===== config.mk =====
export PLATFORM = sky130hd
export DESIGN_NAME = mcu_ports
export DESIGN_NICKNAME = d
export VERILOG_FILES = /design/src/design/mcu_pkg.sv /design/src/design/mcu_ports.sv
export SDC_FILE = /design/constraint.sdc
export NUM_CORES = 1
export LEC_CHECK = 0
export ABC_AREA = 1
export BUFFER_PORTS_ARGS = -buffer_cell sky130_fd_sc_hd__buf_2
export CAP_MARGIN = 20
export CORE_AREA = 2 2 138 240
export CTS_CLUSTER_SIZE = 14
export DETAILED_ROUTE_END_ITERATION = 7
export DIE_AREA = 0 0 140 242
export PLACE_DENSITY_LB_ADDON = 0.2
export RECOVER_POWER = 50
export SLEW_MARGIN = 40
export SYNTH_ARGS = -nofsm -noshare
export SYNTH_HDL_FRONTEND = slang
export SYNTH_SLANG_ARGS = --single-unit
export TNS_END_PERCENT = 50

===== constraint.sdc =====
create_clock -name clk -period 4.2 [get_ports clk]
set_clock_uncertainty 0.05 [all_clocks]
set_input_delay 0.21 -clock clk [delete_from_list [all_inputs] [get_ports clk]]
set_output_delay 0.21 -clock clk [all_outputs]
set_load 0.1 [all_outputs]

===== src/design/mcu_pkg.sv =====
// MCU subsystem constants: address map, opcodes, vectors and FSM state codes

package mcu_pkg;

    // Bus widths
    localparam int addr_w = 16;
    localparam int data_w = 8;

    // Address map
    localparam logic [15:0] rom_base    = 16'hC000;
    localparam logic [15:0] nmi_vector  = 16'hC100;
    localparam logic [15:0] shared_base = 16'h8000;
    localparam logic [15:0] ram_lo      = 16'h0040;
    localparam logic [15:0] ram_hi      = 16'h013F;
    localparam logic [15:0] port_top    = 16'h0028;
    localparam logic [5:0]  port6_addr  = 6'h17;
    localparam int          shared_aw   = 9;

    // Opcodes, 6800 style encodings
    localparam logic [7:0] op_nop = 8'h01;
    localparam logic [7:0] op_ldi = 8'h86;
    localparam logic [7:0] op_lda = 8'hB6;
    localparam logic [7:0] op_sta = 8'hB7;
    localparam logic [7:0] op_add = 8'hBB;
    localparam logic [7:0] op_jmp = 8'h7E;
    localparam logic [7:0] op_beq = 8'h27;
    localparam logic [7:0] op_rti = 8'h3B;

    // Core FSM states
    localparam logic [2:0] st_reset = 3'd0;
    localparam logic [2:0] st_fetch = 3'd1;
    localparam logic [2:0] st_op1   = 3'd2;
    localparam logic [2:0] st_op2   = 3'd3;
    localparam logic [2:0] st_data  = 3'd4;
    localparam logic [2:0] st_nmi   = 3'd5;
    localparam logic [2:0] st_halt  = 3'd6;

endpackage


===== src/design/mcu_ports.sv =====
// MCU I/O ports: read-back registers, port 6 output and the NMI latch

`timescale 1ns/1ps

module mcu_ports (
    input  logic                      clk,
    input  logic                      mcu_rstb,
    input  logic                      port_cs,
    input  logic                      rnw,
    input  logic                      cen,
    input  logic [5:0]                addr,
    input  logic [mcu_pkg::data_w-1:0] wdata,
    input  logic                      nmi_set,
    output logic [mcu_pkg::data_w-1:0] rdata,
    output logic                      nmi,
    output logic                      irqmain
);
    import mcu_pkg::*;

    logic [data_w-1:0] port_map [0:31];
    logic [1:0]        p6_dout;
    logic              port_we;
    logic              nmi_set_d;

    assign port_we = port_cs & ~rnw & cen;
    assign rdata   = port_map[addr[4:0]];
    assign irqmain = p6_dout[1];

    always_ff @(posedge clk) begin
        if (port_we) begin
            port_map[addr[4:0]] <= wdata;
        end
    end

    // Only the IRQ and latch control bits of port 6 go anywhere
    always_ff @(posedge clk) begin
        if (!mcu_rstb) begin
            p6_dout <= '0;
        end else if (port_we && addr == port6_addr) begin
            p6_dout <= wdata[1:0];
        end
    end

    // Rising edge of nmi_set sets the latch; port 6 bit 0 low holds it clear
    always_ff @(posedge clk) begin
        if (!mcu_rstb) begin
            nmi_set_d <= 1'b0;
            nmi       <= 1'b0;
        end else begin
            nmi_set_d <= nmi_set;
            if (!p6_dout[0]) begin
                nmi <= 1'b0;
            end else if (nmi_set && !nmi_set_d) begin
                nmi <= 1'b1;
            end
        end
    end

endmodule


# Yosys cells after proc, flatten, opt, wreduce, memory -nomap -nowiden
# Memory sizes are Yosys's and may differ from the RTL's.
# Cells that the tools add are included.
# totals
out_inout_bits,10
latch_bits,0
in_bits,20
rom_bits,0
memories,1
elab_cells,14
ramBits,256
ff_bits,4
# memory_table
memory,depth,word_bits,rd,rd_clocked_by_memory_dff,wr,line_no,text
port_map,32,8,1,0,1,mcu_ports.sv:20,logic [data_w-1:0] port_map [0:31];
# classes
n_div,0
n_bitwise,3
muxes,2
order_cmp,0
mul,0
addsub,0
n_shift,0
eq_ne,1
n_reduce_logical,4
# op_table
operator,count
$eq 6x5->1 const B,1
$and 1x1->1,2
$logic_and 1x1->1,2
$mux 1,2
$reduce_and 2->1,1
$logic_not 1->1,1
$not 1->1,1

# Longest topological paths before layout
# depth
word_depth,5
depth_mapped,12
mapped_depth_nobuf,9

# Least setup slack after synthesis
# OpenSTA, ideal clock, no wires.
# synth_timing
path_type,input port to output port
startpoint,in addr[0]
endpoint,out rdata[4] (netlist name)
setup_slack_ns,2.296
path_buffers,3
required_time_ns,3.940
t_arrival_ns,1.644
path_stages,12
cell_sequence,buf_4 > inv_2 > buf_6 > buf_4 > nand2_1 > nand2_1 > nand2_1 > nand2_1 > nand2_1 > nand2_1 > nor2_1 > nand2_1
# synth_between
elab_chain_cells,1
# synth_lines
item,line_no,text
"start, declared",mcu_ports.sv:11,"input logic [5:0] addr,"
$mem_v2 32x8,n/a,
"end, declared",mcu_ports.sv:14,"output logic [mcu_pkg::data_w-1:0] rdata,"
# No other way between the ends.

# Worst setup path in the final report
# layout_timing
startpoint,in addr[1]
endpoint,out rdata[5] (netlist name)
# Same word-level chain as after synthesis.

==> summary.md <==
| Metric | Value |
|---|---|
| Setup crit start | `addr[1]` |
| Core area | `between 30,000 and 40,000 µm²` |
| Area delta synth->final | `11.8%` |
| Post-synthesis mux area share | `0%` |
| Count of cell types in the netlist | `16` |
| Number of antenna-violating nets in the routed design | `0` |
| Synth Area in Compound Gates | `less than 1%` |
| Final setup TNS | `0 ns` |
| Worst hold path type | `in -> reg` |
| Cts repair resizes | `0` |
| Ys async rst share | `0%` |
| Layout cells sized above 1 | `under 10%` |
| Area leader, netlist | `edfxtp_1` |
| Worst setup EP type | `output port` |
| YS warnings | `0` |
| Initial Util | `34.3%` |
| Pin count of the biggest net entering global routing | `approximately 120` |
| Pwr Total | `roughly 0.0055 W` |
| Clock sink count | `260` |
| Synth top area share | `a little over two thirds` |
| CP bufs+invs | `4` |
| H-tree depth | `1` |
| Leakage | `around 5.0 nW` |
| End point of the critical path | `rdata[5]` |
| DIE WIDTH | `approximately 140 µm` |
| Top cells by area, synth | `edfxtp_1, nand2_1, nor2_1` |
| Final setup vio count | `0` |
| PortBufs | `29` |
| All-Layer GR Usage | `16.9%` |
| Cell Pwr Density | `roughly 450 nW/µm²` |
| Number of global-route vias before repair | `7,057` |
| Fin. Hold Viols | `0` |
| Syn nets | `around 1,100` |
| Final min period | `around 2.6 ns` |
| Clock transition at the registers of the reported paths | `around 0.06 ns` |
| R2r setup slk | `about 3.5 ns` |
| Largest family of logic cells by synthesized area | `simple AND/OR/NAND/NOR gates` |
| CP max FO | `43` |
| FF+latch count, synth | `260` |
| Violated checks | `DRC, capacitance limit, slew limit` |
| WP depth | `10` |
| Clock root buffer | `clkbuf_16` |
| TritonCTS Buffers | `25` |
| Synth Area in Simple Gates | `26.3%` |
| Post-synth EDFFs | `256` |
| Worst Path Arrival | `approximately 2.4 ns` |
| CP Launch Type | `input pin` |
| FILL cells | `3,167` |
| First-pass GRT wire length | `around 43,000 µm` |
| RR Startpoint | `p6_dout[0]` |
| Synthesized area per cell | `slightly above 10 µm²` |
| Storage cell area | `roughly 7800 µm²` |
| I/O pin cnt | `30` |
| Share of synthesized cell area in full adder, half adder and majority cells | `0%` |
| Die Y-Extent | `between 200 and 250 µm` |
| NumNets Final | `~1,100` |
| Multi-input logic area | `around 2900 µm²` |
| DRC Markers | `4` |
| Synth cell count leaders | `nand2_1, edfxtp_1, nor2_1` |
| CP max-delay cell | `buf_4` |
| Detailed Route WL | `28,600 µm` |
| Fin. max-slew vios | `~270` |
| Final design utilization | `between 30% and 40%` |
| Wire length per cell | `approximately 19 µm` |
| Vias per cell | `around 4.7` |
| Fmax | `roughly 380 MHz` |
| Run status | `complete, but fails checks` |
| Initial DRC count | `between 400 and 500` |
| Worst vdd ir | `between 200 and 300 µV` |
| Critical Setup Path Class | `in -> out` |
| Most frequent cell on the critical path | `nand2_1` |
| Initial antenna violation count | `2` |
| Max-cap check violation count | `8` |
| Diode count | `0` |
| Slew HR | `-27.0%` |
| Slew @ Worst Pin | `1.91 ns` |
| Synth Instances | `1,081` |
| Hold Path Origin | `addr[5]` |
| Crit-path leading delay family | `buffers and inverters` |
| CTS tree | `yes` |
| Final Cycle Share | `between 60 and 70%` |
| Crit-path cells | `buf_2, inv_2, buf_4, nand2_1, nand2_1, nand2_1, nand2_1, nor2_1, nand2_1, buf_2` |
| Count leader, synth | `nand2_1` |
| Die Area | `between 30,000 and 40,000 µm²` |
| Synth Cell Area | `about 11,000 µm²` |
| Worst EP required | `just under 4 ns` |
| Routability Congestion | `between 0.8 and 0.9` |
| Unrepaired setup endpoints after global routing | `no` |
| CTS Buffer Depth | `3` |
| Ys flop type | `edfxtp_1` |
| Vias | `around 7,100` |
| Capturing point of the worst reg2reg path | `p6_dout[0]` |
| DR pass1 iterations | `8` |
| Row count | `87` |
| Xor/xnor share of the synthesized area | `0%` |
| Total grt overflow | `0` |
| R2R cell count | `4` |
| WHS | `0.0201 ns` |
| Crit path largest cell delay | `roughly 0.51 ns` |
| Worst-skew pair later-pin latency | `approximately 0.53 ns` |
| Seq/Total Area, Yosys | `70.6%` |
| Post-detail-place hpwl | `around 18,000 µm` |
==> how the worst min path moves through the flow <==
stage | to | slack, ns | cells past startpoint
after floorplan | port_map[0][0] | 0.26 | 0
final | p6_dout[1] | 0.02 | 4
after global placement | nmi_set_d | 0.36 | 3
after global routing | p6_dout[1] | 0.03 | 4
after CTS | p6_dout[1] | 0.005 | 4
after detailed placement | nmi_set_d | 0.37 | 3
==> layout make-up <==
| class | instances | share of cell area [%] |
|---|---|---|
| clock buffers | 29 | 5.21 |
| clock inverters | 13 | 1.35 |
| inverters | 19 | 0.600 |
| multi-input cells | 757 | 23.6 |
| flip-flops and latches | 260 | 63.2 |
| well taps | 400 | 4.07 |
| repair buffers | 39 | 1.95 |
==> layout by cell type (no fill, tap or decap) <==
cell type	count
clkinv_1	1
buf_2	19
buf_12	2
clkinv_2	7
clkbuf_16	25
nand2_1	688
bufinv_16	4
nor2_2	6
inv_4	1
dfxtp_1	4
clkbuf_1	14
edfxtp_1	256
nor3_2	6
clkinvlp_4	1
inv_2	2
dlygate4sd3_1	3
a21oi_1	1
buf_4	5
nor2_1	52
inv_1	16
nand3b_2	1
nand3_1	3
==> registers in the layout, indices dropped and copies added (netlist names) <==
| name | cells |
|---|---|
| port_map | 256 |
| p6_dout | 2 |
| nmi_set_d | 1 |
| nmi | 1 |
==> stage by stage <==
step,setup WS [ns],instance area [µm²],std cells
finish,1.55,12300,1517
global route,1.38,12300,1517
CTS,1.55,12300,1517
detailed placement,1.53,11500,1472
global placement,1.58,11500,1472
floorplan,2.30,11000,1081
==> cells by family (layout without fill, tap and decap cells) <==
| group | after synthesis | count (layout) |
|---|---|---|
| buf+inv | 64 | 100 |
| simple gates | 756 | 756 |
| compound gates | 1 | 1 |
| flops | 260 | 260 |
==> power breakdown <==
group          leakage, nW  switching [W]  total [W]  internal, W
Combinational         2.31       0.000312   0.000386    0.0000739
Clock                0.398       0.000953    0.00228      0.00133
Sequential            2.33     0.00000222    0.00286      0.00286
==> per-layer routing <==
layer / share of wire (%) / wire (µm) / GRT usage (%)
met1: 39 / 11100 / 19.1
met4: 4.1 / 1160 / 7.34
met2: 53 / 15100 / 31.6
met3: 4.1 / 1170 / 1.96
met5: 0.091 / 26 / 0
==> worst register-to-register path: stages (launching register included) <==
cell and delay (ns):
dfxtp_1 0.30, inv_1 0.07, nand2_1 0.05, nand2_1 0.05, nor2_1 0.04
==> timing repair <==
action	in CTS	in global routing
setup buffers	0	0
hold buffers	3	0
hold endpoints to repair	4	0
No activity file was read; power rests on OpenSTA's default activity.
