--- config.mk ---
export PLATFORM = sky130hd
export DESIGN_NAME = mcu_bus_ctrl_flat
export DESIGN_NICKNAME = d
export VERILOG_FILES = /design/src/design/mcu_pkg.sv /design/src/design/mcu_bus_if.sv /design/src/design/mcu_bus_ctrl.sv /design/src/flat_wrapper.sv
export SDC_FILE = /design/constraint.sdc
export NUM_CORES = 1
export LEC_CHECK = 0
export BUFFER_PORTS_ARGS = -buffer_cell sky130_fd_sc_hd__clkbuf_2
export CORE_ASPECT_RATIO = 1.1
export CORE_MARGIN = 4
export CORE_UTILIZATION = 33
export CTS_CLUSTER_SIZE = 20
export DETAILED_ROUTE_END_ITERATION = 8
export HOLD_SLACK_MARGIN = 0.02
export PLACE_DENSITY_LB_ADDON = 0.1
export SYNTH_ARGS = -nofsm -noshare
export SYNTH_HDL_FRONTEND = slang
export SYNTH_SLANG_ARGS = --single-unit
--- constraint.sdc ---
create_clock -name clk -period 6.96 [get_ports clk]
set_input_delay 2.088 -clock clk [delete_from_list [all_inputs] [get_ports clk]]
set_output_delay 2.088 -clock clk [all_outputs]
set_load 0.02 [all_outputs]
--- src/design/mcu_pkg.sv ---
// MCU subsystem constants: address map, opcodes, vectors and FSM state codes

package mcu_pkg;

    // Bus widths
    localparam int addr_w = 16;
    localparam int data_w = 8;

    // Address map
    localparam logic [15:0] rom_base    = 16'hC000;
    localparam logic [15:0] nmi_vector  = 16'hC100;
    localparam logic [15:0] shared_base = 16'h8000;
    localparam logic [15:0] ram_lo      = 16'h0040;
    localparam logic [15:0] ram_hi      = 16'h013F;
    localparam logic [15:0] port_top    = 16'h0028;
    localparam logic [5:0]  port6_addr  = 6'h17;
    localparam int          shared_aw   = 9;

    // Opcodes, 6800 style encodings
    localparam logic [7:0] op_nop = 8'h01;
    localparam logic [7:0] op_ldi = 8'h86;
    localparam logic [7:0] op_lda = 8'hB6;
    localparam logic [7:0] op_sta = 8'hB7;
    localparam logic [7:0] op_add = 8'hBB;
    localparam logic [7:0] op_jmp = 8'h7E;
    localparam logic [7:0] op_beq = 8'h27;
    localparam logic [7:0] op_rti = 8'h3B;

    // Core FSM states
    localparam logic [2:0] st_reset = 3'd0;
    localparam logic [2:0] st_fetch = 3'd1;
    localparam logic [2:0] st_op1   = 3'd2;
    localparam logic [2:0] st_op2   = 3'd3;
    localparam logic [2:0] st_data  = 3'd4;
    localparam logic [2:0] st_nmi   = 3'd5;
    localparam logic [2:0] st_halt  = 3'd6;

endpackage

--- src/design/mcu_bus_if.sv ---
// MCU-side bus between the core and the bus controller

`timescale 1ns/1ps

interface mcu_bus_if;
    import mcu_pkg::*;

    // Driven by the core
    logic [addr_w-1:0] addr;
    logic              rnw;
    logic              vma;
    logic [data_w-1:0] wdata;

    // Driven by the bus controller
    logic [data_w-1:0] rdata;
    logic              cen;

    modport core (output addr, rnw, vma, wdata, input rdata, cen);

    modport ctrl (input addr, rnw, vma, wdata, output rdata, cen);

endinterface

--- src/design/mcu_bus_ctrl.sv ---
// Bus controller: address decode, read mux and clock enable with ROM/shared waits

`timescale 1ns/1ps

module mcu_bus_ctrl (
    input  logic                      clk,
    input  logic                      mcu_rstb,
    mcu_bus_if.ctrl                   bus,
    input  logic                      cen6,
    input  logic [mcu_pkg::data_w-1:0] rom_data,
    input  logic                      rom_ok,
    output logic                      rom_cs,
    output logic [13:0]               rom_addr,
    input  logic [mcu_pkg::data_w-1:0] ram_rdata,
    input  logic [mcu_pkg::data_w-1:0] shared_rdata,
    input  logic [mcu_pkg::data_w-1:0] port_rdata,
    output logic                      ram_cs,
    output logic                      shared_cs,
    output logic                      port_cs
);
    import mcu_pkg::*;

    logic rom_wait;
    logic shared_rd;
    logic shared_ok;

    assign rom_addr = bus.addr[13:0];

    // Address map decode, only for valid cycles
    always_comb begin
        rom_cs    = bus.vma && (bus.addr[15:14] == rom_base[15:14]);
        shared_cs = bus.vma && (bus.addr[15:12] == shared_base[15:12]);
        ram_cs    = bus.vma && (bus.addr >= ram_lo) && (bus.addr <= ram_hi);
        port_cs   = bus.vma && (bus.addr < port_top);
    end

    always_comb begin
        if (port_cs) begin
            bus.rdata = port_rdata;
        end else if (shared_cs) begin
            bus.rdata = shared_rdata;
        end else if (ram_cs) begin
            bus.rdata = ram_rdata;
        end else begin
            bus.rdata = rom_data;
        end
    end

    assign rom_wait  = rom_cs & ~rom_ok;
    assign shared_rd = shared_cs & bus.rnw;

    // Shared RAM read data is registered, so one enable slot is skipped
    always_ff @(posedge clk) begin
        if (!mcu_rstb) begin
            shared_ok <= 1'b0;
        end else if (bus.cen) begin
            shared_ok <= 1'b0;
        end else if (cen6 && shared_rd) begin
            shared_ok <= 1'b1;
        end
    end

    assign bus.cen = cen6 & ~rom_wait & (~shared_rd | shared_ok);

    // ROM sees a steady address until it answers
    assert property (@(posedge clk) disable iff (!mcu_rstb) rom_wait |=> $stable(rom_addr));

endmodule

--- src/flat_wrapper.sv ---
// flat-port wrapper written by rule: the top's interface ports become plain ports
module mcu_bus_ctrl_flat import mcu_pkg::*;
  (clk, mcu_rstb, cen6, rom_data, rom_ok, rom_cs, rom_addr, ram_rdata, shared_rdata, port_rdata, ram_cs, shared_cs, port_cs, bus_addr, bus_rnw, bus_vma, bus_wdata, bus_rdata, bus_cen);
  mcu_bus_if bus_i ();
  input  logic clk;
  input  logic mcu_rstb;
  input  logic cen6;
  input  logic [mcu_pkg::data_w-1:0] rom_data;
  input  logic rom_ok;
  output logic rom_cs;
  output logic [13:0] rom_addr;
  input  logic [mcu_pkg::data_w-1:0] ram_rdata;
  input  logic [mcu_pkg::data_w-1:0] shared_rdata;
  input  logic [mcu_pkg::data_w-1:0] port_rdata;
  output logic ram_cs;
  output logic shared_cs;
  output logic port_cs;
  input wire logic [$bits(bus_i.addr)-1:0] bus_addr;
  input wire logic [$bits(bus_i.rnw)-1:0] bus_rnw;
  input wire logic [$bits(bus_i.vma)-1:0] bus_vma;
  input wire logic [$bits(bus_i.wdata)-1:0] bus_wdata;
  output wire logic [$bits(bus_i.rdata)-1:0] bus_rdata;
  output wire logic [$bits(bus_i.cen)-1:0] bus_cen;
  assign bus_i.addr = bus_addr;
  assign bus_i.rnw = bus_rnw;
  assign bus_i.vma = bus_vma;
  assign bus_i.wdata = bus_wdata;
  assign bus_rdata = bus_i.rdata;
  assign bus_cen = bus_i.cen;
  mcu_bus_ctrl u_core (.clk(clk), .mcu_rstb(mcu_rstb), .bus(bus_i), .cen6(cen6), .rom_data(rom_data), .rom_ok(rom_ok), .rom_cs(rom_cs), .rom_addr(rom_addr), .ram_rdata(ram_rdata), .shared_rdata(shared_rdata), .port_rdata(port_rdata), .ram_cs(ram_cs), .shared_cs(shared_cs), .port_cs(port_cs));
endmodule
# Yosys cells after proc, flatten, opt, wreduce, memory -nomap -nowiden
# Cells that the tools add are included.
dict set report totals {
  ff_bits 1
  output_inout_bits 27
  elab_cells 25
}
dict set report classes {
  magnitude_cmp 3
  eq_ne 2
  n_mux 3
  bitwise 9
  reduce_logical 7
}
# op n
set op_table {}
lappend op_table {{8-bit two-way mux} 3}
lappend op_table {{16-bit by 7-bit greater-or-equal comparator with 1-bit output, second input constant} 1}
lappend op_table {{16-bit by 9-bit <= comparator with 1-bit output, second input constant} 1}
lappend op_table {{16-bit by 6-bit < comparator with 1-bit output, second input constant} 1}
lappend op_table {{1-bit logical AND} 6}
lappend op_table {{1-bit AND} 4}
lappend op_table {{4-bit equality test, second input constant} 1}
lappend op_table {{1-bit inverter} 4}
lappend op_table {{2-bit equality test, second input constant} 1}
lappend op_table {{2-bit OR reduction} 1}
lappend op_table {{1-bit bitwise OR} 1}

# Depth between registers and ports, before layout
# Gate-level depths: netlist of run 1.
dict set report depth {
  ltp_word 7
  mapped_depth 5
  ltp_nobuf 4
}

# Worst setup path after synthesis of run 1
# No wires, ideal clock.
dict set report synth_timing {
  kind {input port to output port}
  start {input port bus_addr[8]}
  end {output port bus_rdata[0]}
  arrival_time_ns 3.372
  setup_slack_ns 1.500
  path_stages 4
  cell_sequence {or3_1 nand3_1 nor3_1 o31ai_1}
}
dict set report synth_via {
  elab_chain_cells 6
}
# item line_no
set synth_lines {}
lappend synth_lines {{start, declared} flat_wrapper.sv:18} ;# input wire logic [$bits(bus_i.addr)-1:0] bus_addr;
lappend synth_lines {{16-bit by 7-bit greater-or-equal comparator with 1-bit output} mcu_bus_ctrl.sv:33} ;# ram_cs = bus.vma && (bus.addr >= ram_lo) && (bus.addr <= ram_hi);
lappend synth_lines {{1-bit logical AND (2 in a row)} mcu_bus_ctrl.sv:33}
lappend synth_lines {{8-bit two-way mux} mcu_bus_ctrl.sv:42} ;# end else if (ram_cs) begin
lappend synth_lines {{8-bit two-way mux} mcu_bus_ctrl.sv:40} ;# end else if (shared_cs) begin
lappend synth_lines {{8-bit two-way mux *} mcu_bus_ctrl.sv:38} ;# if (port_cs) begin
lappend synth_lines {{end, declared} flat_wrapper.sv:22} ;# output wire logic [$bits(bus_i.rdata)-1:0] bus_rdata;
# Mark *: on every way between the ends. The rest lies on a longest branch, timed or not.

# Worst setup path after layout of run 1
dict set report layout_timing {
  start {input port bus_addr[15]}
  end {output port bus_rdata[6]}
}
# Same word-level chain as after synthesis.

==> flow_metrics.tcl, run 1 <==
set metrics [dict create \
    cp_cell_sequence "clkbuf_2 > nor4_4 > and3_1 > nor3_1 > o31ai_1 > clkbuf_2" \
    dr_total_vias 903 \
    synth.most_common_cell "nor3_1" \
    drive_above_1_share_pct 53.4 \
    antenna_found_initial 0 \
    finalSetupViolations 0 \
    powerDensity_nw_per_um2 62.5 \
    drt-pass1-iter-count 4 \
    finalClockSkew_ps 0 \
    cts_hold_buf 0 \
    dp_hpwl_um 1850 \
    final_max_slew_viol_count 0 \
    yosysTopAreaCell "buf_4" \
    synth_compound_area_share_pct 32.3 \
    synthMuxAreaShare_pct 0 \
    synth_ff_type "dfxtp_1" \
    ys_top_cells_by_count "nor3_1, buf_4" \
    clock.fmax_ghz 0.173 \
    grt_pass1_vias 814 \
    cp_max_fo 12 \
    start_kind "input port" \
    async_flop_share_pct 0 \
    detail-route-antenna-nets 0 \
    syn_inst 91 \
    mappedNetlistArea_um2 632 \
    placed_area_um2 870 \
    rsz0062_at_grt "false" \
    synth_edf_count 0 \
    netlist-cell-type-count 27 \
    fp-row-count 16 \
    report.power.total_mw 0.0544 \
    cts_resized 0 \
    outcome "complete, no violations" \
    wl_per_cell_um 13.9 \
    hold_viol 0 \
    start_util_pct 35.1 \
    clkTransAtPathRegs_ps 0 \
    regToRegSetupSlack_ps 6190 \
    drt_iter0_drc 8 \
    place_ws_ps 1190 \
    die_width_um 49.7 \
    ir_worst_vdd_mv 0.0266 \
    ys_top_cells_by_area "buf_4, nor3_1, a22oi_1, o21a_1, o31ai_1" \
    port_buffers 74 \
    final_nets 210 \
    largestRegisters "u_core.shared_ok: 1 flops" \
    yosys.area_share.adder_pct 0 \
    grt_max_degree 18 \
    utilization_pct 48.3 \
    maxCapViolCount 0 \
    grt_pass1_wl_um 3590 \
    synth_top_area_share_pct 17.8 \
    n_antenna_cell 0 \
    synth_xor_area_share_pct 0 \
    fin_crit_ps 5790 \
    p_leak_nw 0.456 \
    required_ps 4870 \
    die_area_um2 2680 \
    ys_seq_area_share_pct 3.17 \
    cp_slowest_cell "and3_1" \
    critPathMaxStageDelay_ps 420 \
    post_cts_buffers 0 \
    core_um2 1800 \
    top_register "u_core.shared_ok" \
    avgSynthCellArea_um2 6.94 \
    gp_congestion 0.701 \
    slew_headroom_pct 60.4 \
    syn_nets 153 \
    fillers 198 \
    worst_slew_pin_slew_ps 593 \
    area_delta_synth_final_pct 37.6 \
    yosys_register_bits 1 \
    pin_count 89 \
    layout_setup_ws_ps 1170 \
    final_area_um2 870 \
    vias_per_cell 5.51 \
    die_h_um 53.9 \
    largest_reg_flops 1 \
    crit_type "in2out" \
    yosys.area_share.simple_pct 36.6 \
    min_period_over_period_pct 83.3 \
    synth_top_family_by_area "simple AND/OR/NAND/NOR gates" \
    arrival_ps 3710 \
    grt.total_usage_pct 16.5 \
    drc_errors 0 \
    ys_warn_count 0 \
    hold_path_class "reg2reg" \
    crit_path_frequent_cell "clkbuf_2" \
    fin_tns_setup_ps 0 \
    wirelength_um 2270 \
    end_kind "output pin" \
    clock_latency_ps 0 \
    overflow 0 \
]
-- where the power goes --
| group | total, mW | internal [mW] | switching, mW |
|---|---|---|---|
| clock network | 0 | 0 | 0 |
| logic | 0.0485 | 0.0213 | 0.0272 |
| registers | 0.00590 | 0.00588 | 0.0000218 |
| total | 0.0544 | 0.0271 | 0.0273 |
-- final timing paths --
| kind | depth (start not counted) | to | start |
|---|---|---|---|
| worst max-delay path | 6 | bus_rdata[6] | bus_addr[15] |
| worst min-delay path | 2 | u_core.shared_ok | u_core.shared_ok |
| worst max register to register | 3 | u_core.shared_ok | u_core.shared_ok |
| worst min register to register | 2 | u_core.shared_ok | u_core.shared_ok |
-- routing by layer --
metal  share of wire, %  track usage (%)  vias up  wire length (um)
met1                 39             18.4      409               880
met4                  0             1.38        0                 0
li1                   -                -      446                 -
met5                  0                0        -                 0
met3                 11             3.32        0               246
met2                 50             33.3       48              1150
-- final cells by class --
class	count	area, um2	area share [%]
inverter	2	7.51	0.863
multi-input combinational	68	442	50.8
timing repair buffer	75	378	43.5
sequential	1	20.0	2.30
tap	18	22.5	2.59
-- cell families after synthesis --
family                 Yosys count
AO/OA/AOI/OAI                   28
AND/OR/NAND/NOR                 40
buffers and inverters           22
flip-flops                       1
-- worst max-delay path, delay by kind of cell --
family	cells	cell delay [ps]
and+or+nand+nor	3	910
buffers and inverters	2	450
AOI/OAI and AO/OA	1	270
-- layout by cell type, fill, tap and decap left out, drive strengths merged --
master / n
clkbuf: 74
nor3: 16
o21a: 8
a22oi: 8
nand2: 8
o31ai: 8
o21ai: 3
nor2: 3
nand3: 3
or3: 1
nor4b: 1
nor4: 1
and4: 1
clkinv: 1
or4b: 1
and4b: 1
and3: 1
nand3b: 1
inv: 1
nand2b: 1
o2bb2ai: 1
and2: 1
buf: 1
dfxtp: 1
-- per-stage QoR --
step / hold WS [ps] / std cells
finish: 609 / 164
global route: 659 / 164
CTS: 602 / 164
floorplan: 549 / 91
detailed placement: 598 / 164
global placement: 579 / 164
Power figures use the tool's default switching activity.
==> inputs of run 2 (changes only) <==
Settings changed: CORE_UTILIZATION 33 to 30.
Clock period 6.96 ns to 5.98 ns, I/O delays scaled along.
==> run 2 against run 1 <==
Compared with the run above:
- die area is 8.4% higher
- first-iteration DRC count up 25%
- via count down 3.1%
- cell count up 6.1%
- utilization is 4.1 points lower
- sequential share of layout area barely moved
- setup slack got worse by 420 ps
==> flow_metrics.tcl, run 2 (synthesis results as in run 1) <==
set metrics [dict create \
    post_cts_buffers 0 \
    fp-row-count 17 \
    finalNonFillerCells 174 \
    dp_hpwl_um 1870 \
    hold_viol 0 \
    detail-route-antenna-nets 0 \
    dr_total_vias 875 \
    critical_path.reg2reg.endpoint "u_core.shared_ok" \
    min_period_over_period_pct 87.6 \
    clkTransAtPathRegs_ps 0 \
    report.power.total_mw 0.0631 \
    end_kind "output pin" \
    top_register "u_core.shared_ok" \
    required_ps 4190 \
    powerDensity_nw_per_um2 71.5 \
    cts_resized 0 \
    fin_crit_ps 5240 \
    clock_latency_ps 0 \
    rsz0062_at_grt "false" \
    worst_slew_pin_slew_ps 610 \
    hp-start "u_core.shared_ok" \
    overflow 0 \
    p_leak_nw 0.456 \
    antenna_found_initial 0 \
    clock.fmax_ghz 0.191 \
    die_h_um 56.1 \
    grt_pass1_vias 819 \
    cts_hold_buf 0 \
    drt-pass1-iter-count 4 \
    whs_endpoint "u_core.shared_ok" \
    grt_max_degree 18 \
    hold_path_class "reg2reg" \
    die_width_um 51.8 \
    drive_above_1_share_pct 53.4 \
    fillers 242 \
    wirelength_um 2230 \
    crit_type "in2out" \
    grt_pass1_wl_um 3480 \
    reg2reg_from "u_core.shared_ok" \
    placed_area_um2 882 \
    start_kind "input port" \
    final_nets 210 \
    regToRegSetupSlack_ps 5220 \
    gp_congestion 0.718 \
    port_buffers 74 \
    core_um2 2000 \
    finalSetupViolations 0 \
    finalClockSkew_ps 0 \
    grt.total_usage_pct 14.4 \
    drc_errors 0 \
    largest_reg_flops 1 \
    pin_count 89 \
    largestRegisters "u_core.shared_ok: 1 flops" \
    mostFrequentLayoutCells "clkbuf_2, nor3_1" \
    cp_max_fo 12 \
    ir_worst_vdd_mv 0.0276 \
    worst-r2r-cell-count 3 \
    area_delta_synth_final_pct 39.6 \
    hold_depth 2 \
    maxCapViolCount 0 \
    die_area_um2 2910 \
    fin_tns_setup_ps 0 \
    arrival_ps 3440 \
    start_util_pct 31.6 \
    vias_per_cell 5.03 \
    n_antenna_cell 0 \
    outcome "complete, no violations" \
    slew_headroom_pct 59.2 \
    final_max_slew_viol_count 0 \
    wl_per_cell_um 12.8 \
    final_area_um2 882 \
    drt_iter0_drc 10 \
    placed_cells 174 \
    final_common_cell "clkbuf_2" \
]
[run 2: cell counts in the layout (fill, tap and decap cells not counted)]
Identical to the previous run, type by type.
[run 2: area by class of cell]
class	count	area (um2)	area share (%)
multi-input combinational	68	442	50.1
inverter	2	7.51	0.851
tap	28	35.0	3.97
sequential	1	20.0	2.27
timing repair buffer	75	378	42.8
[run 2: worst max-delay path by stage]
stage	from	to	slack, ps	depth (start not counted)
3_3_place_gp	bus_addr[14]	bus_rdata[2]	730	6
2_1_floorplan	bus_addr[8]	bus_rdata[0]	1110	4
6_report	bus_addr[15]	bus_rdata[2]	740	6
4_1_cts	bus_addr[14]	bus_rdata[2]	700	6
5_1_grt	bus_addr[14]	bus_rdata[2]	570	6
3_5_place_dp	bus_addr[14]	bus_rdata[2]	690	6
[run 2: routing by layer]
layer / vias to the layer above / share of wire (%) / global-route usage, %
li1: 443 / - / -
met1: 392 / 38 / 15.8
met2: 40 / 53 / 29.3
met3: 0 / 9.2 / 2.14
met4: 0 / 0 / 0
met5: - / 0 / 0
[run 2: metrics by stage]
step | hold slack (ps) | util, % | setup WS, ps
floorplan | 549 | - | 1110
global placement | 569 | 44.1 | 733
detailed placement | 587 | 44.1 | 688
CTS | 591 | 44.1 | 699
global route | 646 | 44.1 | 567
finish | 605 | 44.1 | 743
[run 2: worst max-delay path: stages]
cell and delay [ps]:
clkbuf_2 220, nor4_4 400, and3_1 410, nor3_1 80
o31ai_1 310, clkbuf_2 230
[run 2: report_power, final]
group	internal [mW]	switching [mW]
combinational	0.0247	0.0315
clock	0	0
sequential	0.00684	0.0000243
