## src/design/mcu_pkg.sv

```systemverilog
// MCU subsystem constants: address map, opcodes, vectors and FSM state codes

package mcu_pkg;

    // Bus widths
    localparam int addr_w = 16;
    localparam int data_w = 8;

    // Address map
    localparam logic [15:0] rom_base    = 16'hC000;
    localparam logic [15:0] nmi_vector  = 16'hC100;
    localparam logic [15:0] shared_base = 16'h8000;
    localparam logic [15:0] ram_lo      = 16'h0040;
    localparam logic [15:0] ram_hi      = 16'h013F;
    localparam logic [15:0] port_top    = 16'h0028;
    localparam logic [5:0]  port6_addr  = 6'h17;
    localparam int          shared_aw   = 9;

    // Opcodes, 6800 style encodings
    localparam logic [7:0] op_nop = 8'h01;
    localparam logic [7:0] op_ldi = 8'h86;
    localparam logic [7:0] op_lda = 8'hB6;
    localparam logic [7:0] op_sta = 8'hB7;
    localparam logic [7:0] op_add = 8'hBB;
    localparam logic [7:0] op_jmp = 8'h7E;
    localparam logic [7:0] op_beq = 8'h27;
    localparam logic [7:0] op_rti = 8'h3B;

    // Core FSM states
    localparam logic [2:0] st_reset = 3'd0;
    localparam logic [2:0] st_fetch = 3'd1;
    localparam logic [2:0] st_op1   = 3'd2;
    localparam logic [2:0] st_op2   = 3'd3;
    localparam logic [2:0] st_data  = 3'd4;
    localparam logic [2:0] st_nmi   = 3'd5;
    localparam logic [2:0] st_halt  = 3'd6;

endpackage

```

## src/design/mcu_bus_if.sv

```systemverilog
// MCU-side bus between the core and the bus controller

`timescale 1ns/1ps

interface mcu_bus_if;
    import mcu_pkg::*;

    // Driven by the core
    logic [addr_w-1:0] addr;
    logic              rnw;
    logic              vma;
    logic [data_w-1:0] wdata;

    // Driven by the bus controller
    logic [data_w-1:0] rdata;
    logic              cen;

    modport core (output addr, rnw, vma, wdata, input rdata, cen);

    modport ctrl (input addr, rnw, vma, wdata, output rdata, cen);

endinterface

```

## src/design/mcu_core.sv

```systemverilog
// Small accumulator MCU core with fetch/execute FSM, halt and NMI entry

`timescale 1ns/1ps

module mcu_core (
    input  logic     clk,
    input  logic     mcu_rstb,
    mcu_bus_if.core  bus,
    input  logic     halt,
    input  logic     nmi,
    output logic     halted
);
    import mcu_pkg::*;

    logic [2:0]        state;
    logic [2:0]        next_boundary;
    logic [addr_w-1:0] pc;
    logic [addr_w-1:0] saved_pc;
    logic [addr_w-1:0] ea;
    logic [data_w-1:0] ir;
    logic [data_w-1:0] acc;
    logic [data_w-1:0] sum;
    logic              zf;
    logic              nmi_done;
    logic              nmi_req;

    // A level that is still high after entry must drop before it counts again
    assign nmi_req = nmi & ~nmi_done;
    assign sum     = acc + bus.rdata;
    assign halted  = (state == st_halt);

    // Where to go once an instruction completes
    always_comb begin
        if (halt) begin
            next_boundary = st_halt;
        end else if (nmi_req) begin
            next_boundary = st_nmi;
        end else begin
            next_boundary = st_fetch;
        end
    end

    always_comb begin
        bus.vma   = (state != st_reset) && (state != st_halt);
        bus.addr  = (state == st_data) ? ea : pc;
        bus.rnw   = !((state == st_data) && (ir == op_sta));
        bus.wdata = acc;
    end

    always_ff @(posedge clk) begin
        if (!mcu_rstb) begin
            state    <= st_reset;
            pc       <= rom_base;
            saved_pc <= rom_base;
            ea       <= '0;
            ir       <= op_nop;
            acc      <= '0;
            zf       <= 1'b0;
            nmi_done <= 1'b0;
        end else begin
            if (!nmi) begin
                nmi_done <= 1'b0;
            end
            if (bus.cen) begin
                case (state)
                    st_fetch: begin
                        ir <= bus.rdata;
                        pc <= pc + 16'd1;
                        case (bus.rdata)
                            op_ldi, op_beq, op_lda, op_sta, op_add, op_jmp: begin
                                state <= st_op1;
                            end
                            op_rti: begin
                                pc    <= saved_pc;
                                state <= next_boundary;
                            end
                            // NOP and anything undecoded
                            default: state <= next_boundary;
                        endcase
                    end
                    st_op1: begin
                        pc <= pc + 16'd1;
                        if (ir == op_ldi) begin
                            acc   <= bus.rdata;
                            zf    <= (bus.rdata == '0);
                            state <= next_boundary;
                        end else if (ir == op_beq) begin
                            // Signed offset from the byte after the operand
                            if (zf) begin
                                pc <= pc + 16'd1 + {{8{bus.rdata[7]}}, bus.rdata};
                            end
                            state <= next_boundary;
                        end else begin
                            ea[15:8] <= bus.rdata;
                            state    <= st_op2;
                        end
                    end
                    st_op2: begin
                        ea[7:0] <= bus.rdata;
                        if (ir == op_jmp) begin
                            pc    <= {ea[15:8], bus.rdata};
                            state <= next_boundary;
                        end else begin
                            pc    <= pc + 16'd1;
                            state <= st_data;
                        end
                    end
                    st_data: begin
                        if (ir == op_lda) begin
                            acc <= bus.rdata;
                            zf  <= (bus.rdata == '0);
                        end else if (ir == op_add) begin
                            acc <= sum;
                            zf  <= (sum == '0);
                        end
                        state <= next_boundary;
                    end
                    st_nmi: begin
                        saved_pc <= pc;
                        pc       <= nmi_vector;
                        nmi_done <= 1'b1;
                        state    <= st_fetch;
                    end
                    // Reset and halt both leave through the boundary check
                    default: state <= next_boundary;
                endcase
            end
        end
    end

    // Core stays off the bus for as long as halt is held
    assert property (@(posedge clk) disable iff (!mcu_rstb) halted && halt |=> !bus.vma);

endmodule

```

## src/flat_wrapper.sv

```systemverilog
// flat-port wrapper written by rule: the top's interface ports become plain ports
module mcu_core_flat import mcu_pkg::*;
  (clk, mcu_rstb, halt, nmi, halted, bus_addr, bus_rnw, bus_vma, bus_wdata, bus_rdata, bus_cen);
  mcu_bus_if bus_i ();
  input  logic clk;
  input  logic mcu_rstb;
  input  logic halt;
  input  logic nmi;
  output logic halted;
  output wire logic [$bits(bus_i.addr)-1:0] bus_addr;
  output wire logic [$bits(bus_i.rnw)-1:0] bus_rnw;
  output wire logic [$bits(bus_i.vma)-1:0] bus_vma;
  output wire logic [$bits(bus_i.wdata)-1:0] bus_wdata;
  input wire logic [$bits(bus_i.rdata)-1:0] bus_rdata;
  input wire logic [$bits(bus_i.cen)-1:0] bus_cen;
  assign bus_addr = bus_i.addr;
  assign bus_rnw = bus_i.rnw;
  assign bus_vma = bus_i.vma;
  assign bus_wdata = bus_i.wdata;
  assign bus_i.rdata = bus_rdata;
  assign bus_i.cen = bus_cen;
  mcu_core u_core (.clk(clk), .mcu_rstb(mcu_rstb), .bus(bus_i), .halt(halt), .nmi(nmi), .halted(halted));
endmodule
```

## config.mk

```make
export PLATFORM = sky130hd
export DESIGN_NAME = mcu_core_flat
export DESIGN_NICKNAME = d
export VERILOG_FILES = /design/src/design/mcu_pkg.sv /design/src/design/mcu_bus_if.sv /design/src/design/mcu_core.sv /design/src/flat_wrapper.sv
export SDC_FILE = /design/constraint.sdc
export NUM_CORES = 1
export LEC_CHECK = 0
export ABC_AREA = 1
export BUFFER_PORTS_ARGS = -buffer_cell sky130_fd_sc_hd__buf_2
export CORE_MARGIN = 5
export CORE_UTILIZATION = 30
export CTS_CLUSTER_SIZE = 25
export DETAILED_ROUTE_END_ITERATION = 10
export GPL_TIMING_DRIVEN = 0
export PLACE_DENSITY = 0.51
export REMOVE_ABC_BUFFERS = 1
export SKIP_CTS_REPAIR_TIMING = 1
export SKIP_LAST_GASP = 1
export SLEW_MARGIN = 20
export SYNTH_ARGS = -nofsm -noshare
export SYNTH_HDL_FRONTEND = slang
export SYNTH_SLANG_ARGS = --single-unit
```

## constraint.sdc

```tcl
create_clock -name clk -period 3.5 [get_ports clk]
set_input_delay 0.7 -clock clk [delete_from_list [all_inputs] [get_ports clk]]
set_output_delay 0.7 -clock clk [all_outputs]
set_load 0.005 [all_outputs]
```

* Word level (Yosys, flattened, before mapping) *
Cells that the tools add are included.

cells by class
  add/sub/neg operators = 3
  equal/unequal tests = 22
  muxes and demuxes = 25
  bitwise logic cells = 4
  reduce and logical (&&, ||, !) cells = 15

operator list
  kind                                                 count
  two-way mux 16 bit                                   6
  equality test 8 bit, second input constant           8
  case mux 16 bit (4 select lines)                     1
  equality test 8 x 6 -> 1 bit, second input constant  3
  two-way mux 8 bit                                    3
  two-way mux 3 bit                                    6
  adder 16 x 1 -> 16 bit, second input constant        1
  adder 16 bit                                         1
  equality test 8 x 7 -> 1 bit, second input constant  2
  zero test 8 bit                                      2
  case mux 8 bit (2 select lines)                      1
  case mux 3 bit (4 select lines)                      1
  equality test 3 bit, second input constant           3
  adder 8 bit                                          1
  AND reduction 2 bit                                  4
  AND reduction 4 bit                                  2
  equality test 3 x 2 -> 1 bit, second input constant  2
  two-way mux 1 bit                                    6
  inequality test 3 bit, second input constant         2
  OR reduction 6 bit                                   1
  nonzero test 4 bit                                   1
  equality test 3 x 1 -> 1 bit, second input constant  1
  inverter 1 bit                                       3
  nonzero test 3 bit                                   1
  other kinds (6)                                      7

storage, ports and cells
  bits in registers = 69
  bits of input ports = 13
  word-level logic and storage cells = 78

* Logic depth before layout (Yosys ltp) *
Gate-level depths: netlist (run 1).

  word-level depth = 7
  mapped depth = 23
  mapped depth without buffers = 23

* Worst setup path before layout (run 1) *
No wires, ideal clock.

  path type = reg-to-reg
  start point = reg u_core.pc[0]
  end point = reg u_core.pc[15]
  library setup time = 115 ps
  data arrival time = 2331 ps
  data required time = 3385 ps
  slack = 1054 ps
  stages on the path, launching flop included = 23
  period minus slack after synthesis = 2446 ps
  path through = dfxtp_1 -> ha_1 -> nand3_1 -> inv_2 -> nand2_1 -> nor2_1 -> nand2_1 -> o21bai_1 -> nand2_1 -> inv_2 -> ha_1 -> nand2_1 -> inv_1 -> nand2_1 -> nand2_1 -> a21oi_1 -> nand3_1 -> nand3_1 -> nand2_1 -> nand3_1 -> nand2_1 -> nand2_1 -> nand2_1

between the ends
  longest elaborated chain between the ends = 6
  elaborated cells between the ends (all ways) = 8
  those cells by class = add/sub: 2; mux: 6

ends and longest elaborated chain
  item                                RTL line        text
  start, declared                     mcu_core.sv:17  logic [addr_w-1:0] pc;
  start signal, assigned              mcu_core.sv:53  pc <= rom_base;
  start signal, assigned              mcu_core.sv:68  pc <= pc + 16'd1;
  start signal, assigned              mcu_core.sv:74  pc <= saved_pc;
  adder 16 x 1 -> 16 bit *            --
  adder 16 bit                        mcu_core.sv:90  pc <= pc + 16'd1 + {{8{bus.rdata[7]}}, bus.rdata};
  two-way mux 16 bit                  mcu_core.sv:89  if (zf) begin
  two-way mux 16 bit                  mcu_core.sv:87  end else if (ir == op_beq) begin
  two-way mux 16 bit                  mcu_core.sv:83  if (ir == op_ldi) begin
  case mux 16 bit (4 select lines) *  mcu_core.sv:65  case (state)

Mark *: on every way between the ends. The rest lies on a longest branch, timed or not.
A chain may end at the register's enable or synchronous reset.

* Worst setup path in the final report (run 1) *
Ends and elaborated chain as after synthesis.

==> metrics.cfg, run 1 <==
[finish]
regArea_um2=1380
diodes=0
syn2layout_area_growth_pct=10.3
num-nets-final=926
fill_cells=2032
final_cell_area_um2=6120
multi_input_area_um2=3520
drive_above_1_share_pct=12.1

[pwr]
p_leak_uw=0.00274
peakVddDrop_mv=0.230
finalPower_uw=2430
p_per_area_nw_per_um2=397

[timing]
min_period_ps=3140
tns_ps=0
rsz0062_at_grt=no
tightest_slew_ps=1110
hold_viol_final=0
final_max_slew_viol_count=0
fin_crit_sh_pct=89.6
timing.slew.headroom_pct=25.8
fin_ws_ps=365
setup_viol=0
skew_ps=9.48
holdWs_ps=448
clock.fmax_mhz=319

[setup_path]
path_max_fanout=6
critPathKind=flop to flop
cp-start-kind=flop
path_cells=ha_1 -> nand3_1 -> inv_2 -> nand2_1 -> nor2_1 -> nand2_1 -> nand2_1 -> inv_1 -> ha_1 -> nand2_1 -> inv_1 -> nand2_1 -> nor3_1 -> nand2_1 -> nand2_1 -> nand2_1 -> nand3_1 -> nand2_1 -> nand3_1 -> nand2_1 -> nand2_1 -> nand2_1
worstPathRequired_ps=3740
cp-end-kind=flop
max_stage_delay_ps=440
slowest_stage=dfxtp_1
arrival_ps=3380
cpMostUsedCell=nand2_1

[clock_tree]
cts_tree=yes
clock_sinks=69
clockBufferDepth=2
htree_levels=3
path_clk_slew_ps=60
clk_latency_ps=350
cts_made_buffers=9
cts_root_buf=clkbuf_16

[placed_design]
place_congestion=0.878
place_area_um2=5830
port_buffers=39
pre_cts_ws_ps=245
dpl.hpwl_mm=13.1

[synthesis]
synth-edff-count=0
ys_types=50
yosys_warnings=0
synth_area_per_cell_um2=6.38
syn_inst=870
syn_area_um2=5550
seq_area_frac_synth_pct=24.9
ys_seq_elements=69
ys_dominant_reg_cell=dfxtp_1
synthArstFlopShare_pct=0

[routing]
vias_per_cell=5.08
drt-total-wl_mm=18.9
antenna_left=0
vias=5684
wire_per_inst_um=16.9
first_iter_violations=377
drt_pre_antenna_iters=4
drc_errors=0

[min_path]
hold_path_class=flop to flop

[grt]
antenna_found_initial=0
grt_pass1_vias=5361
grt_pass1_wl_mm=29.6
grt_usage_pct=17.5
grt_overflow=0
grt_max_degree=44

[die]
std_cell_rows=49
dieArea_um2=21300
initial_core_util_pct=30.7
die_w_um=146
chipHeight_um=146
fp.coreArea_um2=18100
ios=40

[outcome]
status=finished clean

[run]
drv_cap=0

-- path summary, 6_finish.rpt --
kind / from / to / slack, ps / cells past startpoint
min reg2reg: u_core.ea[6]$_SDFFE_PN0P_ / u_core.ea[6]$_SDFFE_PN0P_ / 450 / 2
max: u_core.pc[0]$_SDFFE_PN0P_ / u_core.pc[15]$_SDFFE_PN1P_ / 360 / 22
min: u_core.ea[6]$_SDFFE_PN0P_ / u_core.ea[6]$_SDFFE_PN0P_ / 450 / 2
max reg2reg: u_core.pc[0]$_SDFFE_PN0P_ / u_core.pc[15]$_SDFFE_PN1P_ / 360 / 22
-- cell families after synthesis --
kind of cell	count (synthesis)	share of synthesized area, %
and+or+nand+nor	380	31.2
buffers and inverters	154	11.7
DFF	69	24.9
adders and majority gates	28	6.58
AOI/OAI and AO/OA	222	22.8
xor gates and xnor gates	17	2.82
-- registers in the layout, indices dropped and copies added, names as in the netlist --
name,cells
u_core.ea,16
u_core.pc,16
u_core.saved_pc,16
u_core.bus.wdata,8
u_core.ir,8
u_core.state,3
u_core.nmi_done,1
u_core.zf,1
-- layout by cell type (no fill, tap or decap), types with 2 or more instances in the layout --
cell type  count
nand2_1      205
dfxtp_1       69
o21bai_1       5
o21ai_1       23
nor2_2         4
or2_2          4
a21boi_0       2
xnor2_1        5
a22oi_1       10
fa_1           2
ha_1          26
o21ai_0       64
o211ai_1      12
nor3_2         2
a21oi_4        2
xor2_1        11
a21oi_1       83
clkinv_2       2
nand2_2        4
nor3_1        10
nand2_4        5
a21oi_2        2
buf_2         39
nand4_1       19
nand3_1       55
a21o_1         3
nand3b_1       2
a41oi_1        3
a31oi_1        6
inv_1        101
clkbuf_16      9
inv_2         16
nor2_4         7
o21ai_2        3
nor2_1        59
-- cell type report --
class / instances / area share [%]
multi-input combinational: 647 / 57.5
sequential: 69 / 22.6
inverter: 119 / 7.34
tap: 229 / 4.68
clock buffer: 11 / 3.96
timing repair buffer: 39 / 3.19
clock inverter: 4 / 0.797
-- per-stage QoR --
| step | utilization (%) | std cells |
|---|---|---|
| floorplan | - | 835 |
| global placement | 32.2 | 1103 |
| detailed placement | 32.2 | 1103 |
| CTS | 33.9 | 1118 |
| global route | 33.9 | 1118 |
| finish | 33.9 | 1118 |
-- critical path, delay by kind of cell, from the launching register on --
kind	cells	cell delay, ps
AND/OR/NAND/NOR	17	1660
buffers and inverters	3	330
flip-flops	1	440
adder cells (fa/ha/maj)	2	580
-- synthesized netlist by cell type (5+ instances only) --
library cell | count | area [um^2]
a31oi_1 | 6 | 37.5
xor2_1 | 11 | 96.3
nor2_1 | 59 | 221
nor2_4 | 7 | 78.8
o21ai_1 | 23 | 115
ha_1 | 26 | 325
nor3_1 | 10 | 50.1
a22oi_1 | 10 | 75.1
clkbuf_1 | 15 | 56.3
nand3_1 | 55 | 275
o21bai_1 | 5 | 37.5
inv_1 | 101 | 379
a21oi_1 | 83 | 415
nand4_1 | 19 | 119
o21ai_0 | 64 | 320
inv_2 | 16 | 60.1
nand2_1 | 205 | 769
xnor2_1 | 5 | 43.8
dfxtp_1 | 69 | 1380
nand2_4 | 5 | 56.3
o211ai_1 | 12 | 90.1
buf_2 | 9 | 45.0
-- power breakdown --
group          internal [uW]  switching [uW]  leakage, uW  total, uW
Combinational            201             391      0.00203        592
Sequential               827            58.0     0.000561        885
Clock                    567             388     0.000145        954
-- per-layer routing --
layer  vias up  routed length, um  global-route usage [%]
met5         -                  0                       0
met2       142               8890                    29.3
met4         0                230                    4.19
met3        16                920                    4.03
li1       2911                  -                       -
met1      2615               8820                    23.0
Note: power is estimated with default switching activity, not from simulation.
==> run 2: changes to the inputs <==
- PLACE_DENSITY: 0.51 -> 0.44
- REMOVE_ABC_BUFFERS: 1 -> default
==> metrics.cfg, run 2 (synthesis gave the netlist of run 1 again) <==
[grt]
grt_max_degree=13
grt_overflow=0
grt_pass1_vias=5704
grt_usage_pct=19.6
grt_pass1_wl_mm=32.6
antenna_found_initial=0

[setup_path]
cp-start-kind=flop
timing.rr.start=u_core.pc[0]$_SDFFE_PN0P_
rr_worst_depth=19
path_cells=ha_1 -> nand3_1 -> inv_2 -> nand2_1 -> nor2_2 -> inv_1 -> nand2_1 -> inv_1 -> ha_1 -> nand2_1 -> inv_1 -> a21oi_1 -> nand2_1 -> nand2_1 -> nand2_1 -> o21ai_0 -> nand4_1 -> nand2_1 -> inv_1
ff2ff_setup_slack_ps=340
max_stage_delay_ps=450
cp-end-kind=flop
worstPathRequired_ps=3750
crit_start=u_core.pc[0]$_SDFFE_PN0P_
arrival_ps=3410
critPathKind=flop to flop
cpMostUsedCell=nand2_1
r2r-end=u_core.pc[9]$_SDFFE_PN0P_
path_max_fanout=6
slowest_stage=dfxtp_1

[clock_tree]
htree_levels=3
clock_sinks=69
clk_latency_ps=350
cts_made_buffers=9
cts_tree=yes
clockBufferDepth=2
path_clk_slew_ps=60
cts_root_buf=clkbuf_16

[outcome]
status=finished clean

[routing]
vias_per_cell=5.03
drc_errors=0
vias=5803
drt_pre_antenna_iters=4
drt-total-wl_mm=21.0
wire_per_inst_um=18.2
first_iter_violations=322
antenna_left=0

[finish]
layout.cells.most_common=nand2_1
syn2layout_area_growth_pct=13.5
largest_registers=u_core.ea (16), u_core.pc (16), u_core.saved_pc (16)
fill_cells=2025
num-nets-final=960
drive_above_1_share_pct=13.9
diodes=0
layout_common_cells=nand2_1, inv_1, a21oi_1

[timing]
skew_ps=7.75
tightest_slew_ps=846
hold_viol_final=0
timing.slew.headroom_pct=43.6
clock.fmax_mhz=316
holdWs_ps=445
min_period_ps=3160
tns_ps=0
setup_viol=0
rsz0062_at_grt=no
fin_crit_sh_pct=90.3
final_max_slew_viol_count=0

[pwr]
p_int_uw=1520
swShare_pct=36.5
seqPwrFrac_pct=36.6
clock_power_share_pct=36.3
combPwrFrac_pct=27.1
p_per_area_nw_per_um2=381
power.switching_uw=876
peakVddDrop_mv=0.237
p_leak_uw=0.00283

[placed_design]
port_buffers=38
dpl.hpwl_mm=16.3
place_congestion=0.908

[min_path]
holdPathEnd=u_core.ea[4]$_SDFFE_PN0P_
hold_path_class=flop to flop
hold_depth=2
holdCritStartpoint=u_core.ea[4]$_SDFFE_PN0P_

[die]
std_cell_rows=49
fp.coreArea_um2=18100
chipHeight_um=146
dieArea_um2=21300
ios=40
die_w_um=146
initial_core_util_pct=30.7

[synthesis]
syn_nets=911

[run]
drv_cap=0

==> run 2: worst max path at each step <==
stage / to / cells after the start / slack, ps
2_1_floorplan: u_core.pc[15]$_SDFFE_PN1P_ / 22 / 1050
3_3_place_gp: u_core.pc[9]$_SDFFE_PN0P_ / 19 / 300
3_5_place_dp: u_core.pc[9]$_SDFFE_PN0P_ / 19 / 310
4_1_cts: u_core.pc[9]$_SDFFE_PN0P_ / 19 / 300
5_1_grt: u_core.pc[9]$_SDFFE_PN0P_ / 20 / 40
6_report: u_core.pc[9]$_SDFFE_PN0P_ / 19 / 340
==> run 2: layout make-up <==
| cell class | instances | area (um^2) | share of cell area [%] |
|---|---|---|---|
| multi-input cells | 647 | 3520 | 55.9 |
| inverters | 119 | 449 | 7.13 |
| clock inverters | 6 | 40.0 | 0.636 |
| plain buffers | 35 | 200 | 3.18 |
| flip-flops and latches | 69 | 1380 | 21.9 |
| clock buffers | 10 | 229 | 3.64 |
| repair buffers | 38 | 190 | 3.02 |
| well taps | 229 | 287 | 4.55 |
==> run 2: power by group through the flow <==
stage	clock network, uW	registers (uW)	logic, uW
3_5_place_dp	0	895	648
6_report	871	878	652
3_3_place_gp	0	895	651
2_1_floorplan	0	880	443
4_1_cts	892	877	651
5_1_grt	920	884	729
==> run 2: worst max-delay path, delay by kind of cell, from the launching register on <==
kind            cells  cell delay (ps)
flops               1              450
simple gates       10             1190
fa+ha+maj           2              580
compound gates      2              450
buf+inv             5              390
==> run 2: per-stage QoR <==
step	instance area, um^2	util, %	std cells	setup slack [ps]	total power [uW]
after floorplan	5550	-	870	1050	1320
after global placement	6030	33.3	1137	300	1550
after detailed placement	6030	33.3	1137	308	1540
after CTS	6300	34.8	1153	297	2420
after global routing	6300	34.8	1153	41.7	2530
final	6300	34.8	1153	340	2400
==> run 2: routing by layer <==
layer | share of wire, % | vias to the layer above | GRT usage, % | wire length, um
met5 | 0 | - | 0 | 0
li1 | - | 2984 | - | -
met4 | 2.7 | 0 | 7.57 | 577
met1 | 49 | 2669 | 26.2 | 10200
met3 | 3.2 | 34 | 2.70 | 667
met2 | 45 | 116 | 32.0 | 9560
==> run 3: changes to the inputs <==
- CTS_BUF_LIST: default -> sky130_fd_sc_hd__clkbuf_8
- clock period: 3.5 -> 3.1 ns (I/O delays scaled with it)
==> metrics.cfg, run 3 (synthesis gave the netlist of run 1 again) <==
[clock_tree]
cts_root_buf=clkbuf_8
cts_made_buffers=9
cts_tree=yes
clk_latency_ps=390
clock_sinks=69
clockBufferDepth=2
htree_levels=3
path_clk_slew_ps=90

[routing]
vias_per_cell=5.09
drt-total-wl_mm=21.0
wire_per_inst_um=18.2
vias=5876
antenna_left=0
first_iter_violations=373
drc_errors=0
drt_pre_antenna_iters=5

[die]
std_cell_rows=49
initial_core_util_pct=30.7
ios=40
fp.coreArea_um2=18100
die_w_um=146
dieArea_um2=21300
chipHeight_um=146

[pwr]
p_leak_uw=0.00280
p_per_area_nw_per_um2=388
power.switching_uw=967
swShare_pct=39.6
peakVddDrop_mv=0.185
clock_power_share_pct=28.8
p_int_uw=1470
seqPwrFrac_pct=40.7
combPwrFrac_pct=30.6
finalPower_uw=2440

[setup_path]
cp-start-kind=flop
path_max_fanout=7
cp-end-kind=flop
worstPathRequired_ps=3390
critPathKind=flop to flop
arrival_ps=3150
path_cells=buf_2 -> nand2_1 -> nor2_2 -> nand2_2 -> nor2_2 -> xor2_2 -> ha_1 -> a21o_1 -> nor2_1 -> nand3_1 -> or2_2 -> nand3_1 -> nand3_1 -> nor2_1 -> nor2_1
ff2ff_setup_slack_ps=240
slowest_stage=dfxtp_1
max_stage_delay_ps=310

[placed_design]
dp_cells=1137
dpl.hpwl_mm=16.3
port_buffers=38
place_congestion=0.908

[grt]
grt_overflow=0
grt_pass1_vias=5672
grt_pass1_wl_mm=32.5
grt_max_degree=13
antenna_found_initial=0
grt_usage_pct=19.5

[timing]
skew_ps=11.8
hold_viol_final=0
min_period_ps=2860
tightest_slew_ps=854
fin_crit_sh_pct=92.3
setup_viol=0
clock.fmax_mhz=349
rsz0062_at_grt=no
final_max_slew_viol_count=0
timing.slew.headroom_pct=43.1
tns_ps=0

[synthesis]
syn_nets=911

[finish]
diodes=0
fill_cells=2030
drive_above_1_share_pct=15.9
largest_registers=u_core.ea (16), u_core.pc (16), u_core.saved_pc (16)
finalNonFillerCells=1154
syn2layout_area_growth_pct=13.2
layout_common_cells=nand2_1, inv_1, a21oi_1
layout.cells.most_common=nand2_1
num-nets-final=961

[outcome]
status=finished clean

[run]
drv_cap=0

[min_path]
hold_path_class=flop to flop

run 3: cell types whose count changed in the layout (fill, tap and decap cells not counted), moves of 5 or more:
| cell | previous run | this run |
|---|---|---|
| dfxtp_2 | 0 | 5 |
| clkbuf_8 | 0 | 9 |
| dfxtp_1 | 69 | 63 |
| clkbuf_16 | 9 | 0 |
run 3: path summary, 6_finish.rpt:
kind | start | endpoint | depth (start not counted)
worst min register to register | u_core.ea[4]$_SDFFE_PN0P_ | u_core.ea[4]$_SDFFE_PN0P_ | 2
worst max-delay path | u_core.pc[3]$_SDFFE_PN0P_ | u_core.pc[10]$_SDFFE_PN0P_ | 15
worst min-delay path | u_core.ea[4]$_SDFFE_PN0P_ | u_core.ea[4]$_SDFFE_PN0P_ | 2
worst max register to register | u_core.pc[3]$_SDFFE_PN0P_ | u_core.pc[10]$_SDFFE_PN0P_ | 15
run 3: power by group through the flow:
stage	clock network (uW)	logic (uW)	registers, uW
after global routing	744	834	999
final	702	745	992
after floorplan	0	501	993
after detailed placement	0	731	1010
after global placement	0	735	1010
after CTS	715	735	989
run 3: cell type report:
type                       count  area, um^2  area share (%)
clock buffer                   9         124            1.97
inverter                     119         449            7.15
timing repair buffer          39         198            3.15
tap                          229         287            4.56
buffer                        35         200            3.19
sequential                    69        1390            22.1
multi-input combinational    647        3590            57.1
clock inverter                 7        43.8           0.697
run 3: stage by stage:
stage               area [um^2]  setup slack [ps]  utilization (%)  hold WS (ps)
floorplan                  5550               654                -           424
CTS                        6190              -102             34.3           456
detailed placement         6030             -92.5             33.3           444
global route               6280              1.50             34.7           482
finish                     6280               238             34.7           449
global placement           6030              -100             33.3           440
run 3: per-layer routing:
metal	wire (um)	track usage, %	up-vias
met3	686	2.82	36
met5	0	0	-
li1	-	-	2986
met1	10200	26.3	2739
met2	9550	31.7	115
met4	574	7.15	0
run 3: critical path, delay by kind of cell, from the launching register on:
kind	cells	cell delay, ps
flip-flops	1	310
AND/OR/NAND/NOR	11	1480
adder cells (fa/ha/maj)	1	310
AO/OA/AOI/OAI	1	190
XOR/XNOR	1	270
buffers and inverters	1	220
